[config.mk]
export PLATFORM = sky130hd
export DESIGN_NAME = nova_io_sys
export DESIGN_NICKNAME = d
export VERILOG_FILES = /design/src/design/nova_io_pkg.sv /design/src/design/nova_dev.sv /design/src/design/nova_io.sv /design/src/design/nova_io_sys.sv
export VERILOG_INCLUDE_DIRS = /design/src /design/src/design
export SDC_FILE = /design/constraint.sdc
export NUM_CORES = 1
export LEC_CHECK = 0
export BUFFER_PORTS_ARGS = -buffer_cell sky130_fd_sc_hd__buf_2
export CAP_MARGIN = 40
export CORE_MARGIN = 5
export CORE_UTILIZATION = 60
export CTS_CLUSTER_DIAMETER = 50
export DETAILED_ROUTE_END_ITERATION = 10
export GPL_ROUTABILITY_DRIVEN = 1
export PLACE_DENSITY_LB_ADDON = 0.2
export SLEW_MARGIN = 0
export SYNTH_ARGS = -nofsm -noshare
export SYNTH_HDL_FRONTEND = slang
export SYNTH_SLANG_ARGS = --single-unit
[constraint.sdc]
create_clock -name pclk -period 3.35 [get_ports pclk]
set_input_delay 0.67 -clock pclk [delete_from_list [all_inputs] [get_ports pclk]]
set_output_delay 0.67 -clock pclk [all_outputs]
set_load 0.03 [all_outputs]
[src/design/nova_io_cfg.svh]
`ifndef NOVA_IO_CFG_SVH
`define NOVA_IO_CFG_SVH

// instruction fields, bit 0 is the msb
`define NOVA_IO_OPCODE          0:2
`define NOVA_IO_ACC             3:4
`define NOVA_IO_TRANSFER        5:7
`define NOVA_IO_CONTROL         8:9
`define NOVA_IO_DEVICE          10:15
`define NOVA_IO_OPCODE_IO       3'b011

`define NOVA_IO_TRANSFER_NIO    3'd0
`define NOVA_IO_TRANSFER_DIA    3'd1
`define NOVA_IO_TRANSFER_DOA    3'd2
`define NOVA_IO_TRANSFER_DIB    3'd3
`define NOVA_IO_TRANSFER_DOB    3'd4
`define NOVA_IO_TRANSFER_DIC    3'd5
`define NOVA_IO_TRANSFER_DOC    3'd6
`define NOVA_IO_TRANSFER_SKP    3'd7

`define NOVA_IO_CTL_START       2'b01
`define NOVA_IO_CTL_CLEAR       2'b10
`define NOVA_IO_CTL_PULSE       2'b11
`define NOVA_IO_CTL_BITS        14:15   // control code inside a write to reg 00

`define NOVA_IO_ST_BUSY         0
`define NOVA_IO_ST_DONE         1

// bus address split and register selects
`define NOVA_IO_ADR_DEV         0:5
`define NOVA_IO_ADR_SEL         6:7
`define NOVA_IO_REG_CS          2'b00
`define NOVA_IO_REG_A           2'b01
`define NOVA_IO_REG_B           2'b10
`define NOVA_IO_REG_C           2'b11

`define NOVA_DEV_TTY            6'o10
`define NOVA_DEV_RTC            6'o14

`endif

[src/design/nova_io_pkg.sv]
package nova_io_pkg;

   // bit 0 is the msb, as on the nova
   typedef logic [0:15] word_t;
   typedef logic [0:5]  dev_t;
   typedef logic [0:7]  bus_adr_t;   // {dev_t, register select}

   typedef logic [0:2]  xfer_t;      // transfer code
   typedef logic [0:1]  ctl_t;       // control code
   typedef logic [0:1]  reg_sel_t;

   // master to device
   typedef struct packed {
      logic     stb;
      logic     we;
      bus_adr_t adr;
      word_t    dout;
   } io_bus_t;

   typedef enum logic [2:0] {
      IO_IDLE = 3'd0,
      IO_WAIT = 3'd1,   // strobe cycle
      IO_READ = 3'd2,
      IO_SKIP = 3'd3,
      IO_CNTR = 3'd4    // control write, if any
   } io_state_e;

endpackage

[src/design/nova_dev.sv]
`timescale 1ns/1ps
`include "nova_io_cfg.svh"

module nova_dev #(
   parameter nova_io_pkg::dev_t DEV_NUM     = 6'o0,
   parameter int                BUSY_CYCLES = 20
) (
   input  logic                 pclk,
   input  logic                 prst,
   input  nova_io_pkg::io_bus_t bus,
   input  nova_io_pkg::word_t   rdata_in,
   output nova_io_pkg::word_t   rdata_out
);

   localparam int CNT_W = (BUSY_CYCLES > 0) ? $clog2(BUSY_CYCLES + 1) : 1;

   nova_io_pkg::word_t    reg_a;
   nova_io_pkg::word_t    reg_b;
   nova_io_pkg::word_t    reg_c;
   nova_io_pkg::word_t    status;
   nova_io_pkg::reg_sel_t sel;
   nova_io_pkg::ctl_t     ctl;
   logic                  hit;
   logic                  wr;
   logic                  ctl_wr;
   logic                  busy;
   logic                  done;
   logic [CNT_W-1:0]      cnt;

   assign hit    = bus.adr[`NOVA_IO_ADR_DEV] == DEV_NUM;
   assign sel    = bus.adr[`NOVA_IO_ADR_SEL];
   assign ctl    = bus.dout[`NOVA_IO_CTL_BITS];
   assign wr     = bus.stb && bus.we && hit;
   assign ctl_wr = wr && sel == `NOVA_IO_REG_CS;

   always_ff @(posedge pclk) begin
      if (prst) begin
         reg_a <= '0;
         reg_b <= '0;
         reg_c <= '0;
      end else if (wr) begin
         case (sel)
            `NOVA_IO_REG_A: reg_a <= bus.dout;
            `NOVA_IO_REG_B: reg_b <= bus.dout;
            `NOVA_IO_REG_C: reg_c <= bus.dout;
            default: begin
               if (ctl == `NOVA_IO_CTL_PULSE) begin
                  reg_c <= reg_c + 16'd1;
               end
            end
         endcase
      end
   end

   // done comes BUSY_CYCLES+1 edges after start
   always_ff @(posedge pclk) begin
      if (prst) begin
         busy <= 1'b0;
         done <= 1'b0;
         cnt  <= '0;
      end else if (ctl_wr && ctl == `NOVA_IO_CTL_START) begin
         busy <= 1'b1;
         done <= 1'b0;
         cnt  <= CNT_W'(BUSY_CYCLES);
      end else if (ctl_wr && ctl == `NOVA_IO_CTL_CLEAR) begin
         busy <= 1'b0;
         done <= 1'b0;
      end else if (busy) begin
         if (cnt == '0) begin
            busy <= 1'b0;
            done <= 1'b1;
         end else begin
            cnt <= cnt - CNT_W'(1);
         end
      end
   end

   always_comb begin
      status = '0;
      status[`NOVA_IO_ST_BUSY] = busy;
      status[`NOVA_IO_ST_DONE] = done;
      if (!hit) begin
         rdata_out = rdata_in;   // pass upstream data on
      end else begin
         case (sel)
            `NOVA_IO_REG_CS: rdata_out = status;
            `NOVA_IO_REG_A:  rdata_out = reg_a;
            `NOVA_IO_REG_B:  rdata_out = reg_b;
            default:         rdata_out = reg_c;
         endcase
      end
   end

   a_flags: assert property (@(posedge pclk) disable iff (prst) !(busy && done));

endmodule

[src/design/nova_io.sv]
`timescale 1ns/1ps
`include "nova_io_cfg.svh"

module nova_io (
   input  logic                 pclk,
   input  logic                 prst,
   input  nova_io_pkg::word_t   io_inst,
   input  nova_io_pkg::word_t   io_op,
   input  logic                 io_pulse,
   output nova_io_pkg::word_t   io_result,
   output logic                 io_skip,
   output logic                 io_busy,
   output nova_io_pkg::io_bus_t bus,
   input  nova_io_pkg::word_t   bs_din
);

   nova_io_pkg::xfer_t     xfer;
   nova_io_pkg::ctl_t      ctl;
   nova_io_pkg::dev_t      dev;
   nova_io_pkg::reg_sel_t  sel;
   nova_io_pkg::word_t     ctl_word;
   nova_io_pkg::io_state_e state;
   nova_io_pkg::io_state_e state_ret;   // where IO_WAIT goes next

   logic                   is_io;
   logic                   is_read;
   logic                   is_nio;
   logic                   is_skp;
   logic                   ctl_due;
   logic                   skip_hit;
   logic                   start;

   logic                   stb_q;
   logic                   we_q;
   nova_io_pkg::bus_adr_t  adr_q;
   nova_io_pkg::word_t     dout_q;

   assign xfer     = io_inst[`NOVA_IO_TRANSFER];
   assign ctl      = io_inst[`NOVA_IO_CONTROL];
   assign dev      = io_inst[`NOVA_IO_DEVICE];
   assign ctl_word = {14'h0000, ctl};

   assign is_io   = io_inst[`NOVA_IO_OPCODE] == `NOVA_IO_OPCODE_IO;
   assign is_nio  = xfer == `NOVA_IO_TRANSFER_NIO;
   assign is_skp  = xfer == `NOVA_IO_TRANSFER_SKP;
   assign is_read = xfer == `NOVA_IO_TRANSFER_DIA ||
                    xfer == `NOVA_IO_TRANSFER_DIB ||
                    xfer == `NOVA_IO_TRANSFER_DIC;
   assign ctl_due = (ctl != 2'b00) && !is_nio;   // nio already carries its control

   assign start   = io_pulse && is_io && state == nova_io_pkg::IO_IDLE;
   assign io_busy = io_pulse || state != nova_io_pkg::IO_IDLE;

   always_comb begin
      case (xfer)
         `NOVA_IO_TRANSFER_DIA, `NOVA_IO_TRANSFER_DOA: sel = `NOVA_IO_REG_A;
         `NOVA_IO_TRANSFER_DIB, `NOVA_IO_TRANSFER_DOB: sel = `NOVA_IO_REG_B;
         `NOVA_IO_TRANSFER_DIC, `NOVA_IO_TRANSFER_DOC: sel = `NOVA_IO_REG_C;
         default:                                      sel = `NOVA_IO_REG_CS;
      endcase
   end

   always_comb begin
      case (ctl)
         2'b00:   skip_hit = bs_din[`NOVA_IO_ST_BUSY];
         2'b01:   skip_hit = !bs_din[`NOVA_IO_ST_BUSY];
         2'b10:   skip_hit = bs_din[`NOVA_IO_ST_DONE];
         default: skip_hit = !bs_din[`NOVA_IO_ST_DONE];
      endcase
   end

   always_ff @(posedge pclk) begin
      if (prst) begin
         state     <= nova_io_pkg::IO_IDLE;
         state_ret <= nova_io_pkg::IO_IDLE;
         io_result <= '0;
         io_skip   <= 1'b0;
         stb_q     <= 1'b0;
         we_q      <= 1'b0;
      end else begin
         case (state)
            nova_io_pkg::IO_IDLE: begin
               if (io_pulse) begin
                  io_skip <= 1'b0;
               end
               if (start) begin
                  stb_q <= 1'b1;
                  we_q  <= !(is_read || is_skp);
                  state <= nova_io_pkg::IO_WAIT;
                  if (is_read) begin
                     state_ret <= nova_io_pkg::IO_READ;
                  end else if (is_skp) begin
                     state_ret <= nova_io_pkg::IO_SKIP;
                  end else begin
                     state_ret <= nova_io_pkg::IO_CNTR;
                  end
               end
            end
            nova_io_pkg::IO_WAIT: begin
               stb_q <= 1'b0;
               state <= state_ret;
            end
            nova_io_pkg::IO_READ: begin
               io_result <= bs_din;   // adr still on the bus here
               state     <= ctl_due ? nova_io_pkg::IO_CNTR : nova_io_pkg::IO_IDLE;
            end
            nova_io_pkg::IO_SKIP: begin
               io_skip <= skip_hit;
               state   <= nova_io_pkg::IO_IDLE;
            end
            nova_io_pkg::IO_CNTR: begin
               if (ctl_due) begin
                  stb_q     <= 1'b1;
                  we_q      <= 1'b1;
                  state     <= nova_io_pkg::IO_WAIT;
                  state_ret <= nova_io_pkg::IO_IDLE;
               end else begin
                  state <= nova_io_pkg::IO_IDLE;
               end
            end
            default: state <= nova_io_pkg::IO_IDLE;
         endcase
      end
   end

   // address and write data
   always_ff @(posedge pclk) begin
      if (start) begin
         adr_q  <= {dev, sel};
         dout_q <= is_nio ? ctl_word : io_op;
      end else if (state == nova_io_pkg::IO_CNTR) begin
         adr_q  <= {dev, `NOVA_IO_REG_CS};
         dout_q <= ctl_word;
      end
   end

   assign bus = '{stb: stb_q, we: we_q, adr: adr_q, dout: dout_q};

   // cpu must wait for io_busy to drop
   a_pulse_idle: assert property (@(posedge pclk) disable iff (prst)
      io_pulse |-> state == nova_io_pkg::IO_IDLE);

   a_stb_len: assert property (@(posedge pclk) disable iff (prst)
      $past(stb_q, 2) && $past(stb_q) |-> !stb_q);

endmodule

[src/design/nova_io_sys.sv]
`timescale 1ns/1ps
`include "nova_io_cfg.svh"

module nova_io_sys (
   input  logic               pclk,
   input  logic               prst,
   input  nova_io_pkg::word_t io_inst,
   input  nova_io_pkg::word_t io_op,
   input  logic               io_pulse,
   output nova_io_pkg::word_t io_result,
   output logic               io_skip,
   output logic               io_busy
);

   nova_io_pkg::io_bus_t bus;
   nova_io_pkg::word_t   tty_rdata;
   nova_io_pkg::word_t   bs_din;   // end of the read chain

   nova_io u_io (
      .pclk      (pclk),
      .prst      (prst),
      .io_inst   (io_inst),
      .io_op     (io_op),
      .io_pulse  (io_pulse),
      .io_result (io_result),
      .io_skip   (io_skip),
      .io_busy   (io_busy),
      .bus       (bus),
      .bs_din    (bs_din)
   );

   // first in chain, nothing upstream
   nova_dev #(
      .DEV_NUM     (`NOVA_DEV_TTY),
      .BUSY_CYCLES (20)
   ) u_tty (
      .pclk      (pclk),
      .prst      (prst),
      .bus       (bus),
      .rdata_in  (16'h0000),
      .rdata_out (tty_rdata)
   );

   nova_dev #(
      .DEV_NUM     (`NOVA_DEV_RTC),
      .BUSY_CYCLES (40)
   ) u_rtc (
      .pclk      (pclk),
      .prst      (prst),
      .bus       (bus),
      .rdata_in  (tty_rdata),
      .rdata_out (bs_din)
   );

endmodule

After elaboration in Yosys (flattened, before gate mapping):

Index checks and enable logic that the tools add are counted.

* muxes and demuxes: 47
* reduce and logical (&&, ||, !) cells: 58
* equal/unequal tests: 29
* $add $sub $neg: 4
* bitwise operators: 5

Operators by type and width (count)
* 16-bit two-way mux: 7
* 16-bit one-hot mux with 3 select lines: 2
* 16-bit one-hot mux with 2 select lines: 2
* 16-bit by 1-bit adder with 16-bit output, second input constant: 2
* 6-bit two-way mux: 4
* 3-bit AND reduction: 8
* 5-bit two-way mux: 4
* 3-bit two-way mux: 6
* 8-bit two-way mux: 2
* 3-bit by 2-bit == test with 1-bit output, second input constant: 5
* 3-bit == test, second input constant: 5
* 2-bit AND reduction: 7
* 2-bit nonzero test: 7
* 1-bit two-way mux: 13
* 6-bit by 4-bit == test with 1-bit output, second input constant: 2
* 1-bit logical AND: 12
* 2-bit by 1-bit != test with 1-bit output, second input constant: 6
* 3-bit one-hot mux with 4 select lines: 1
* 2-bit OR reduction: 6
* 2-bit == test, second input constant: 5
* 2-bit by 1-bit == test with 1-bit output, second input constant: 3
* 3-bit by 1-bit == test with 1-bit output, second input constant: 2
* 3-bit logical NOT: 2
* 6-bit logical NOT: 1
* 14 further kinds: 29

* output and inout bits: 18
* bits in registers: 160
* word-level logic and storage cells: 165

Longest topological paths before layout:

Gate-level depths: netlist (run 1).

* word-level depth: 7
* mapped depth: 10
* depth with buffers taken out: 7

Hierarchy:

From an unflattened synthesis (run 1), not the netlist that was laid out.

* cell total of the unflattened synthesis: 985
* area, all modules: 8109.0 µm²

Modules (own cells, without submodules)
* nova_dev (u_rtc): instances 1, area each 3064.2 µm², cells each 425
* nova_dev (u_tty): instances 1, area each 3041.7 µm², cells each 378
* nova_io: instances 1, area each 1999.4 µm², cells each 181
* nova_io_sys: instances 1, area each 3.8 µm², cells each 1

Worst setup path after synthesis (run 1):

OpenSTA, ideal clock, no wires.

* path type: flip-flop to flip-flop
* start point: register u_io.adr_q[0]
* end point: register u_rtc.reg_a[10]
* setup slack: 1.017 ns
* stages on the path, launching flop included: 9
* required time: 3.222 ns
* clock period less this slack: 2.333 ns
* arrival: 2.205 ns
* buffers on the path: 4
* setup time: 0.128 ns
* cell sequence: edfxtp_1 > ha_1 > clkbuf_1 > clkbuf_1 > nand3_1 > clkbuf_1 > clkbuf_1 > mux2i_1 > nor2_1

* cells in the longest elaborated chain, start to end: 2

Ends and longest elaborated chain
* start, declared: RTL line nova_io.sv:35 `nova_io_pkg::bus_adr_t adr_q;`
* start signal, assigned: RTL line nova_io.sv:129 `adr_q <= {dev, sel};`
* start signal, assigned: RTL line nova_io.sv:132 `` adr_q <= {dev, `NOVA_IO_REG_CS}; ``
* 2-bit by 1-bit == test with 1-bit output: RTL line nova_dev.sv:42 `case (sel)`
* 2-bit AND reduction (no line)
* end signal, assigned: RTL line nova_dev.sv:43 `` `NOVA_IO_REG_A: reg_a <= bus.dout; ``
* end, declared: RTL line nova_dev.sv:17 `nova_io_pkg::word_t reg_a;`

No other way between the ends.
A chain may end at the register's enable or synchronous reset.

Worst setup path in the final report (run 1):

* start point: register u_io.adr_q[7]
* end point: register u_tty.reg_c[8]

* cells in the longest elaborated chain, start to end: 3

Ends and longest elaborated chain
* 6-bit by 4-bit == test with 1-bit output: RTL line nova_dev.sv:30 `` assign hit = bus.adr[`NOVA_IO_ADR_DEV] == DEV_NUM; ``
* 1-bit logical AND: RTL line nova_dev.sv:33 `assign wr = bus.stb && bus.we && hit;`
* 3-bit AND reduction (no line)
* end signal, assigned: RTL line nova_dev.sv:45 `` `NOVA_IO_REG_C: reg_c <= bus.dout; ``
* end signal, assigned: RTL line nova_dev.sv:48 `reg_c <= reg_c + 16'd1;`
* end, declared: RTL line nova_dev.sv:19 `nova_io_pkg::word_t reg_c;`

No other way between the ends.

==> metrics list, run 1 <==
- DRT Pass-1 Iters: 5
- After synthesis, the largest area contributor takes up between 30% and 40% of total cell area.
- Worst-Margin Slew: about 0.82 ns
- Summed over all layers, the routed wires come to 19.5 mm.
- Pin count of the biggest net entering global routing: 57
* All-layer global routing usage: a little over a quarter
- Setup total negative slack on the finished layout was measured at 0 ns.
- Most frequent standard cell in the layout excluding fill and tap cells: sky130_fd_sc_hd__dfxtp_1
- The total count of hold-check failures in the final report is 0.
- Power density over cell area: 475 mW/mm²
- Maximum number of buffers from clock root to sink: 2
- Area added between synthesis and finish: 13.2%
* Static leakage: 3.22 nW
- The clock reaches the later pin of the worst-skew pair after 0.43 ns.
* Setup-violating endpoint count in the final report: 0
* Cell Area, Placed: 0.00796 mm²
* Vias in the first global route: about 6300
- The number of antenna diodes in the final layout is 0.
- R2r setup slk: 0.65 ns
- Number of library cell types mapped by synthesis: 58
- In this run the cell area of the synthesized design comes to between 0.007 and 0.008 mm².
- Using the TritonRoute via totals, the vias-per-cell ratio works out to approximately 6.4.
- Remaining antenna violation count after routing: 0
- Crit path largest cell delay: approximately 0.70 ns
- The root buffer cell chosen for the clock tree is sky130_fd_sc_hd__clkbuf_16.
* Worst slew margin relative to its limit: 45.0%
- After floorplanning, the core was divided into 41 placement rows.
* Final weighted congestion of routability-driven global placement: 0.849
- Summing over every cut layer, the via total after detailed routing is 6745.
- After global routing the overflow that remains totals 0.
- In this run, the number of DRC markers left after iteration 0 of detailed routing was 835.
- Outcome: completed
- The count of buffers added on input and output ports is 50.
- Post-layout worst setup margin: roughly 0.65 ns
- Sink count of the clock tree: 160
- WS Path Type: register to register
- Clock-pin slew was measured on the worst setup and hold paths at 0.06 ns.
* Yosys synthesis warning count: 0
- Core Util, Final: approximately 69%
- H-tree levels: 4
* Most used cells in the layout excluding fill and tap cells: sky130_fd_sc_hd__dfxtp_1 (136), sky130_fd_sc_hd__nor2_1 (103), sky130_fd_sc_hd__a21oi_1 (76)
- Broken down by cell family, the worst path's largest delay share belongs to simple AND/OR/NAND/NOR gates.
* Post-synth net total: 887
* Worst supply voltage drop on vdd: 0.352 mV
- Nets: about 910
- Crit path cell chain: or4_1, or3_4, nor3_4, a21oi_1, a211oi_1
* Average size of a mapped cell: ~9.0 µm²
- Overall power after layout: 4.07 mW
- Synthesis inferred 160 register bits.
- Subtracting the final worst setup slack from the clock period gives ~2.7 ns.
* Top flip-flop cell by instance count after synthesis: sky130_fd_sc_hd__dfxtp_1
- The die is between 100 and 150 µm tall.
- Hold_ws: 0.420 ns
- Max-cap violations in this run came to 0.
- CTS tree: built
- Top post-synthesis cells by area: sky130_fd_sc_hd__dfxtp_1 (36%), sky130_fd_sc_hd__edfxtp_1 (9.5%), sky130_fd_sc_hd__nor2_1 (5.1%), sky130_fd_sc_hd__a21oi_1 (5.0%), sky130_fd_sc_hd__mux2i_1 (4.4%)
- The worst setup path is captured at a register.
- The die is roughly 120 µm wide.
* Number of antenna violations at the first check in global routing: 0
- Of the synthesized area, sequential elements account for 45.5%.
* Total CTS buffers: 17
- Required @ worst endpoint: 3.68 ns
* Number of setup buffers added after CTS: 0
- In this run the worst hold path is classified as input port to register.
* Kind of start point of the critical path: register
- Final worst path period share: 80.6%
- Initial Util: between 60 and 70%
- The die covers approximately 0.015 mm².
- After routing the design area is roughly 0.0086 mm².
- Slowest CP cell: sky130_fd_sc_hd__or4_1
- After floorplanning, the core was sized to cover about 0.012 mm².
- Share of layout cells above drive strength 1: 14.1%
* PostCTS Resize Cnt: 0
- Of all nets on the critical path, the largest fanout is 19.
- Pre-CTS worst setup slack: 0.717 ns
- Summed over all instances, the cell type with the most area after synthesis is sky130_fd_sc_hd__dfxtp_1.
- Wire length of the first global-routing pass: 31.4 mm
- Crit path arrival time: 3.03 ns
* Post-route DRC: 0
* Number of flops mapped to enable cells by yosys: 24
* Setup repair after global routing missed its margin: no
- The finished layout holds 1053 standard cells, fillers aside.
* Max frequency: 370 MHz
- Hold repair after CTS inserted 0 buffers.
- The HPWL after detailed placement is 13.0 mm.
* Post-Route Skew: 0.00559 ns
* Cell count after synthesis: 843
- Number of placed I/O pins: 53
* Post-synthesis async set-or-reset flop share: 0%
- Average routed wire per standard cell: 18.5 µm
- Cell total after placement: 1021
- Worst path bufs/invs: 0
- The final count of pins violating max slew was 0.
-- Yosys cell counts (all sizes together), types with 7 or more instances --
library cell	number
mux4	14
ha	9
mux2i	33
a31oi	7
edfxtp	24
and2	16
o21ai	30
nor4	7
a211oi	13
nor3	21
and3	7
clkbuf	55
a22o	31
a22oi	19
inv	20
nor2	103
nand4	7
nor2b	7
nand3	53
dfxtp	136
nand2	64
or3	9
a21oi	76
buf	7
-- where the power goes --
| group | switching [mW] | internal, mW | total (mW) |
|---|---|---|---|
| combinational | 0.0772 | 0.0413 | 0.119 |
| sequential | 0.0118 | 1.95 | 1.97 |
| clock | 0.792 | 1.19 | 1.98 |
-- metal layers --
layer | global-route usage [%] | wire length (µm) | vias to the layer above
met5 | 0 | 0 | -
met4 | 9.45 | 398 | 0
met1 | 37.9 | 8150 | 3234
met2 | 41.5 | 9110 | 353
met3 | 4.93 | 1800 | 34
li1 | - | - | 3124
-- path summary, 6_finish.rpt --
path | startpoint | end | cells after the start
setup reg to reg | u_io.adr_q[7]$_DFFE_PP_ | u_tty.reg_c[8]$_SDFFE_PP0P_ | 5
setup / recovery | u_io.adr_q[7]$_DFFE_PP_ | u_tty.reg_c[8]$_SDFFE_PP0P_ | 5
hold reg to reg | u_io.state_ret[0]$_SDFFE_PP0P_ | u_io.state_ret[0]$_SDFFE_PP0P_ | 2
hold / removal | io_inst[2] | u_io.adr_q[4]$_DFFE_PP_ | 1
-- logic make-up (layout without fill, tap and decap cells) --
logic type	after synthesis	in the layout	synth area share, %
AO/OA/AOI/OAI	215	215	18.7
XOR/XNOR	10	10	1.16
adder cells (fa/ha/maj)	9	9	1.49
buffers and inverters	83	121	4.18
flip-flops	160	160	45.5
multiplexers	48	48	8.68
AND/OR/NAND/NOR	318	318	20.3
-- worst reg2reg max path: cells and delay by family, from the launching register on --
family	cells	cell delay (ns)
AOI/OAI and AO/OA	2	0.41
DFF	1	0.40
and+or+nand+nor	3	1.79
-- layout make-up --
cell class | count | area (µm²)
clock buffer | 21 | 483
clock inverter | 11 | 126
fill | 974 | 3900
inverter | 21 | 78.8
multi-input combinational | 600 | 3820
sequential | 160 | 3440
tap | 172 | 215
timing repair buffer | 68 | 400
-- sequential cells by signal, indices dropped and copies added (netlist names) --
register        count
u_io.io_result     16
u_rtc.reg_a        16
u_tty.cnt           5
u_io.state_ret      3
u_rtc.done          1
u_io.io_skip        1
u_rtc.cnt           6
u_tty.reg_b        16
u_rtc.reg_c        16
u_tty.reg_a        16
u_tty.done          1
u_tty.reg_c        16
u_rtc.busy          1
u_io.dout_q        16
u_io.we_q           1
u_io.adr_q          8
u_io.stb_q          1
u_io.state          3
u_rtc.reg_b        16
u_tty.busy          1
Note: power is estimated with default switching activity, not from simulation.
==> run 2: changes to the inputs <==
clock period = 2.65 ns   (was 3.35 ns; I/O delays follow)
==> metrics list, run 2 (same netlist as run 1, synthesis figures left out) <==
* Highest metal layer with signal wires: met4
- Worst supply voltage drop on vdd: 0.405 mV
* Most frequent standard cell in the layout excluding fill and tap cells: sky130_fd_sc_hd__dfxtp_1
- The worst setup path is launched from a register.
- Detailed routing placed a total of 1.74 mm of wire on met3.
- Static leakage: between 3 and 4 nW
- All-layer global routing usage: 26.5%
* Worst path bufs/invs: 0
- Most used cells in the layout excluding fill and tap cells: sky130_fd_sc_hd__dfxtp_1 (136), sky130_fd_sc_hd__nor2_1 (103), sky130_fd_sc_hd__a21oi_1 (76)
- After the first detailed-routing iteration, the DRC count stood at about 730.
- Relative to the synthesized area, the layout overhead comes to 13.6%.
* Total vias in the final route: 6659
- Row cnt: 41
- The cell family contributing the most delay on the critical path is simple AND/OR/NAND/NOR gates.
* CTS tree: built
- Share of layout cells above drive strength 1: 14.6%
- Outcome: completed
* GR Overflow Total: 0
- Switching portion of total power: approximately a fifth
- The initial utilization of the core area, before any placement, comes to approximately three fifths.
* Nets: 917
- Gates resized during post-CTS repair numbered 0.
- Derived from the worst setup path, the maximum achievable clock frequency is 410 MHz.
- Setup-violating endpoint count in the final report: 0
* Maximum fanout encountered on the critical timing path: 13
- Number of antenna violations at the first check in global routing: 0
- H-tree levels: 4
- The share of total power dissipated in combinational logic is 2.9%.
- Setup repair after global routing missed its margin: no
- Post-CTS clock slew at the launch and capture registers of the worst setup and hold paths: 0.06 ns
- Tracing the worst setup path back leads to its startpoint at u_io.adr_q[7]$_DFFE_PP_.
- Endpoint kind of the worst setup timing path: register
* Sum of routed wire segments on met1: 8.23 mm
- Counting the fill cells in the layout gives 935.
- Crit path cell chain: or4_1, or3_4, or3_4, or3_1, a31oi_1
- Cell internal power was estimated by the tool at around 4.0 mW.
- The slowest stage of the critical path is the sky130_fd_sc_hd__or4_1 cell.
- Crit path arrival time: 2.79 ns
- Skew-Pair Late Insertion Delay: 0.43 ns
- Entering global routing, the biggest net connects 59 pins.
* Crit path largest cell delay: 0.60 ns
* Worst R2R End: u_tty.reg_c[0]$_SDFFE_PP0P_
- WS Path Type: register to register
- The worst hold path belongs to the class input port to register.
- Hold_ws: about 0.28 ns
- Final max-slew violation count: 0
- DRT Pass-1 Iters: 5
- The tool flagged a number of max-cap violations equal to 0.
* Area of the core: around 0.012 mm²
- Sink count of the clock tree: 160
* Power density over cell area: 589 mW/mm²
* Register share of total power: 49.1%
* Final routed wirelength across all metal layers: 19.2 mm
- Total die area: approximately 0.015 mm²
* Remaining antenna violation count after routing: 0
- Stages on worst setup path: 5
- Endpoint of the most critical setup path: u_tty.reg_c[0]$_SDFFE_PP0P_
* Final weighted congestion of routability-driven global placement: 0.860
- On the final layout, the worst clock skew is 0.00461 ns.
* R2r setup slk: 0.21 ns
* Worst Reg-to-Reg Cells: 5
- In the final routed layout, each cell accounts on average for around 18 µm.
- STA puts the critical path data required time at 3.00 ns.
- Die height: 122 µm
* Root Buffer Master: sky130_fd_sc_hd__clkbuf_16
* Critical R2R Launch: u_io.adr_q[7]$_DFFE_PP_
* Final worst path period share: about nine tenths
- The clock passes through at most 2 buffers.
- The total count of hold-check failures in the final report came to 0.
- HPWL reported at the end of detailed placement: 13.2 mm
- Number of setup buffers added after CTS: 0
* Worst-Margin Slew: about 0.87 ns
- Total CTS buffers: 17
- Via-per-instance ratio: 6.30
- The die is 122 µm wide.
- Post-route DRC: 0
- Cell repeated most along the worst path: sky130_fd_sc_hd__or3_4
- The via count of the first global-routing pass is roughly 6300.
- Wire length of the first global-routing pass: 31.3 mm
- Number of placed I/O pins: between 50 and 60
- Adding up every negative setup slack in the final design gives 0 ns.
* Post-layout minimum cycle time: 2.44 ns
* Quantity of I/O buffers inserted on ports: 50
- Worst slew margin relative to its limit: 41.3%
- 0 antenna diodes ended up in the layout.
- Hold repair after CTS inserted 0 buffers.
* Overall power after layout: ~5.1 mW
* Relative contribution of the clock network to total power: 48.0%
* Switch Pwr: 1.06 mW
- Summed over all nets, wire length on met2 after detailed routing comes to about 9 mm.
[run 2: changes by cell type in the layout (fill, tap and decap cells not counted)]
| cell | change |
|---|---|
| sky130_fd_sc_hd__buf_12 | +1 |
| sky130_fd_sc_hd__buf_4 | +4 |
| sky130_fd_sc_hd__clkbuf_1 | -1 |
| sky130_fd_sc_hd__clkbuf_16 | -2 |
| sky130_fd_sc_hd__clkbuf_8 | +4 |
| sky130_fd_sc_hd__clkinv_2 | +1 |
| sky130_fd_sc_hd__clkinv_4 | -1 |
| sky130_fd_sc_hd__clkinvlp_4 | -2 |
| sky130_fd_sc_hd__inv_4 | +1 |
| sky130_fd_sc_hd__inv_6 | -1 |
[run 2: layout make-up]
type	count	area, µm²	area share, %
Sequential cell	160	3440	40.1
Multi-Input combinational cell	600	3820	44.4
Clock inverter	9	105	1.22
Timing Repair Buffer	73	450	5.24
Clock buffer	22	484	5.63
Inverter	21	78.8	0.917
Tap cell	172	215	2.50
[run 2: metrics by stage]
stage	cells	area [µm²]	utilization, %	setup WS, ns
finish	1057	8600	69.0	0.213
global route	1057	8600	69.0	0.0442
detailed placement	1026	8010	64.2	0.239
CTS	1057	8600	69.0	0.228
floorplan	843	7570	-	0.317
global placement	1026	8010	64.2	0.265
[run 2: metal layers]
layer | up-vias | global-route usage (%)
met1 | 3178 | 36.1
met4 | 0 | 9.66
met5 | - | 0
met2 | 317 | 41.2
li1 | 3131 | -
met3 | 33 | 6.64
[run 2: worst min path at each step]
stage / start / endpoint / slack [ns] / cells after the start
CTS: io_inst[0] / u_io.adr_q[2]$_DFFE_PP_ / 0.27 / 1
finish: io_inst[1] / u_io.adr_q[3]$_DFFE_PP_ / 0.28 / 1
global placement: u_io.state_ret[0]$_SDFFE_PP0P_ / u_io.state_ret[0]$_SDFFE_PP0P_ / 0.44 / 2
floorplan: u_io.state_ret[0]$_SDFFE_PP0P_ / u_io.state_ret[0]$_SDFFE_PP0P_ / 0.43 / 2
global route: io_inst[2] / u_io.adr_q[4]$_DFFE_PP_ / 0.28 / 1
detailed placement: u_io.state_ret[0]$_SDFFE_PP0P_ / u_io.state_ret[0]$_SDFFE_PP0P_ / 0.45 / 2
[run 2: power by group through the flow]
stage	Sequential, mW	Combinational, mW	Clock [mW]
after floorplan	2.53	0.0956	0
after global placement	2.54	0.142	0
after detailed placement	2.54	0.147	0
after CTS	2.49	0.148	2.45
after global routing	2.49	0.163	2.56
final	2.49	0.149	2.43
==> run 3: changes to the inputs <==
CORE_MARGIN = default   (was 5)
==> metrics list, run 3 (same netlist as run 1, synthesis figures left out) <==
* Outcome: completed
- The clock passes through at most 2 buffers.
- The via count of the first global-routing pass was 6224.
- For this design the top-level I/O count stands at 53.
- The min-delay analysis places its worst path in the category input port to register.
- Die extent in x: 114 µm
* H-tree levels: 4
- Cell total after placement: 1030
* Worst-Margin Slew: 0.697 ns
- The number of antenna violations at the first check in global routing is 0.
- WS Path Type: register to register
- Final weighted congestion of routability-driven global placement: 0.935
- Setup violations remaining at the end of the flow were counted as 0.
* Worst slew margin relative to its limit: a little over half
- Most frequent standard cell in the layout excluding fill and tap cells: sky130_fd_sc_hd__dfxtp_1
- Average routed wire per standard cell: 18.2 µm
* Final hold violation count: 0
* Highest metal layer with signal wires: met4
- Met2 WL post-DR: between 9 and 10 mm
- Wire length of the first global-routing pass: 31.3 mm
* Required @ worst endpoint: between 3 and 4 ns
- The die is 114 µm tall.
* Static leakage: 3.30 nW
* Hold-fix buffers, CTS: 0
* HPWL reported at the end of detailed placement: 13.3 mm
- Summed over all layers, the global routing overflow is 0.
- Power density over cell area: 586 mW/mm²
* Post-layout minimum cycle time: 2.46 ns
- Total die area: 0.0131 mm²
* Kind of start point of the critical path: register
* Endpoint kind of the worst setup timing path: register
* Via-per-instance ratio: 6.29
- Post-route DRC: 0
* Most used cells in the layout excluding fill and tap cells: sky130_fd_sc_hd__dfxtp_1 (136), sky130_fd_sc_hd__nor2_1 (103), sky130_fd_sc_hd__a21oi_1 (76)
* Sum of routed wire segments on met1: approximately 8.3 mm
- Post-CTS clock slew at the launch and capture registers of the worst setup and hold paths: ~0.060 ns
- The design draws 5.08 mW.
- The core region is 0.0122 mm².
- Initial Util: 62.2%
- The net count of the finished layout is about 900.
* Area added between synthesis and finish: 14.6%
- Share of layout cells above drive strength 1: about 15%
- All-layer global routing usage: between 30% and 40%
* Antenna diode instance count: 0
- During placement, the flow inserted port buffers numbering 50.
* Final max-slew violation count: 0
- Pin count of the biggest net entering global routing: 63
* Row cnt: 40
- Total vias in the final route: 6683
* Starting DRT DRC Count: roughly 650
* Final worst path period share: 92.8%
- Crit path arrival time: around 2.8 ns
- Final routed wirelength across all metal layers: 19.4 mm
* Pre-CTS worst setup slack: 0.222 ns
- The clock arrives with 0.00775 ns of skew.
- The count of cells in the finished layout, fillers not included, comes to ~1100.
- Clock tree synthesis inserted a total of 17 buffers.
- Max frequency: 407 MHz
* Root Buffer Master: sky130_fd_sc_hd__clkbuf_16
- Across the run, the number of max-cap violations was 0.
* Number of setup buffers added after CTS: 0
- Setup repair after global routing left no endpoint under its margin.
* Accumulated negative setup slack: 0 ns
* CTS tree: built
* Sink count of the clock tree: 160
- At the later pin of the worst-skew pair, clock insertion delay measures 0.43 ns.
- Wire segments on met3 add up to 1.72 mm in the final route.
* Post-layout worst setup margin: 0.191 ns
- Worst supply voltage drop on vdd: 0.539 mV
- The number of gates resized after CTS was 0.
* Maximum fanout encountered on the critical timing path: 13
- DRT Pass-1 Iters: 7
- In this run the remaining antenna-violating nets after routing total 0.
-- run 3: final cells by class --
type	count	area (µm²)
multi-input combinational	600	3820
fill	913	3490
sequential	160	3440
timing repair buffer	81	531
clock buffer	20	468
tap	168	210
clock inverter	12	123
inverter	21	78.8
-- run 3: worst paths after layout --
path,slack (ns),from,to,cells past startpoint
min,0.27,io_inst[5],u_io.adr_q[7]$_DFFE_PP_,1
max reg2reg,0.19,u_io.adr_q[7]$_DFFE_PP_,u_tty.reg_c[0]$_SDFFE_PP0P_,5
min reg2reg,0.46,u_tty.reg_b[0]$_SDFFE_PP0P_,u_tty.reg_b[0]$_SDFFE_PP0P_,2
max,0.19,u_io.adr_q[7]$_DFFE_PP_,u_tty.reg_c[0]$_SDFFE_PP0P_,5
-- run 3: report_power, final --
group / internal (mW) / switching, mW
clock: 1.40 / 1.04
combinational: 0.0566 / 0.0976
sequential: 2.47 / 0.0151
-- run 3: through the flow --
step,util (%),area [µm²],hold slack [ns]
final,71.3,8670,0.269
after global routing,71.3,8670,0.250
after CTS,71.3,8670,0.254
after detailed placement,66.5,8080,0.447
after global placement,66.2,8060,0.439
after floorplan,-,7570,0.432
-- run 3: routing by layer --
metal,vias to the layer above,GRT usage [%]
li1,3146,-
met4,0,12.0
met3,27,7.94
met1,3223,43.0
met5,-,0
met2,287,47.7
-- run 3: worst max-delay path, stage by stage, from the launching register on --
cell	delay, ns
sky130_fd_sc_hd__edfxtp_1	0.38
sky130_fd_sc_hd__or4_1	0.61
sky130_fd_sc_hd__or3_4	0.44
sky130_fd_sc_hd__or3_4	0.46
sky130_fd_sc_hd__or3_1	0.33
sky130_fd_sc_hd__a31oi_1	0.15
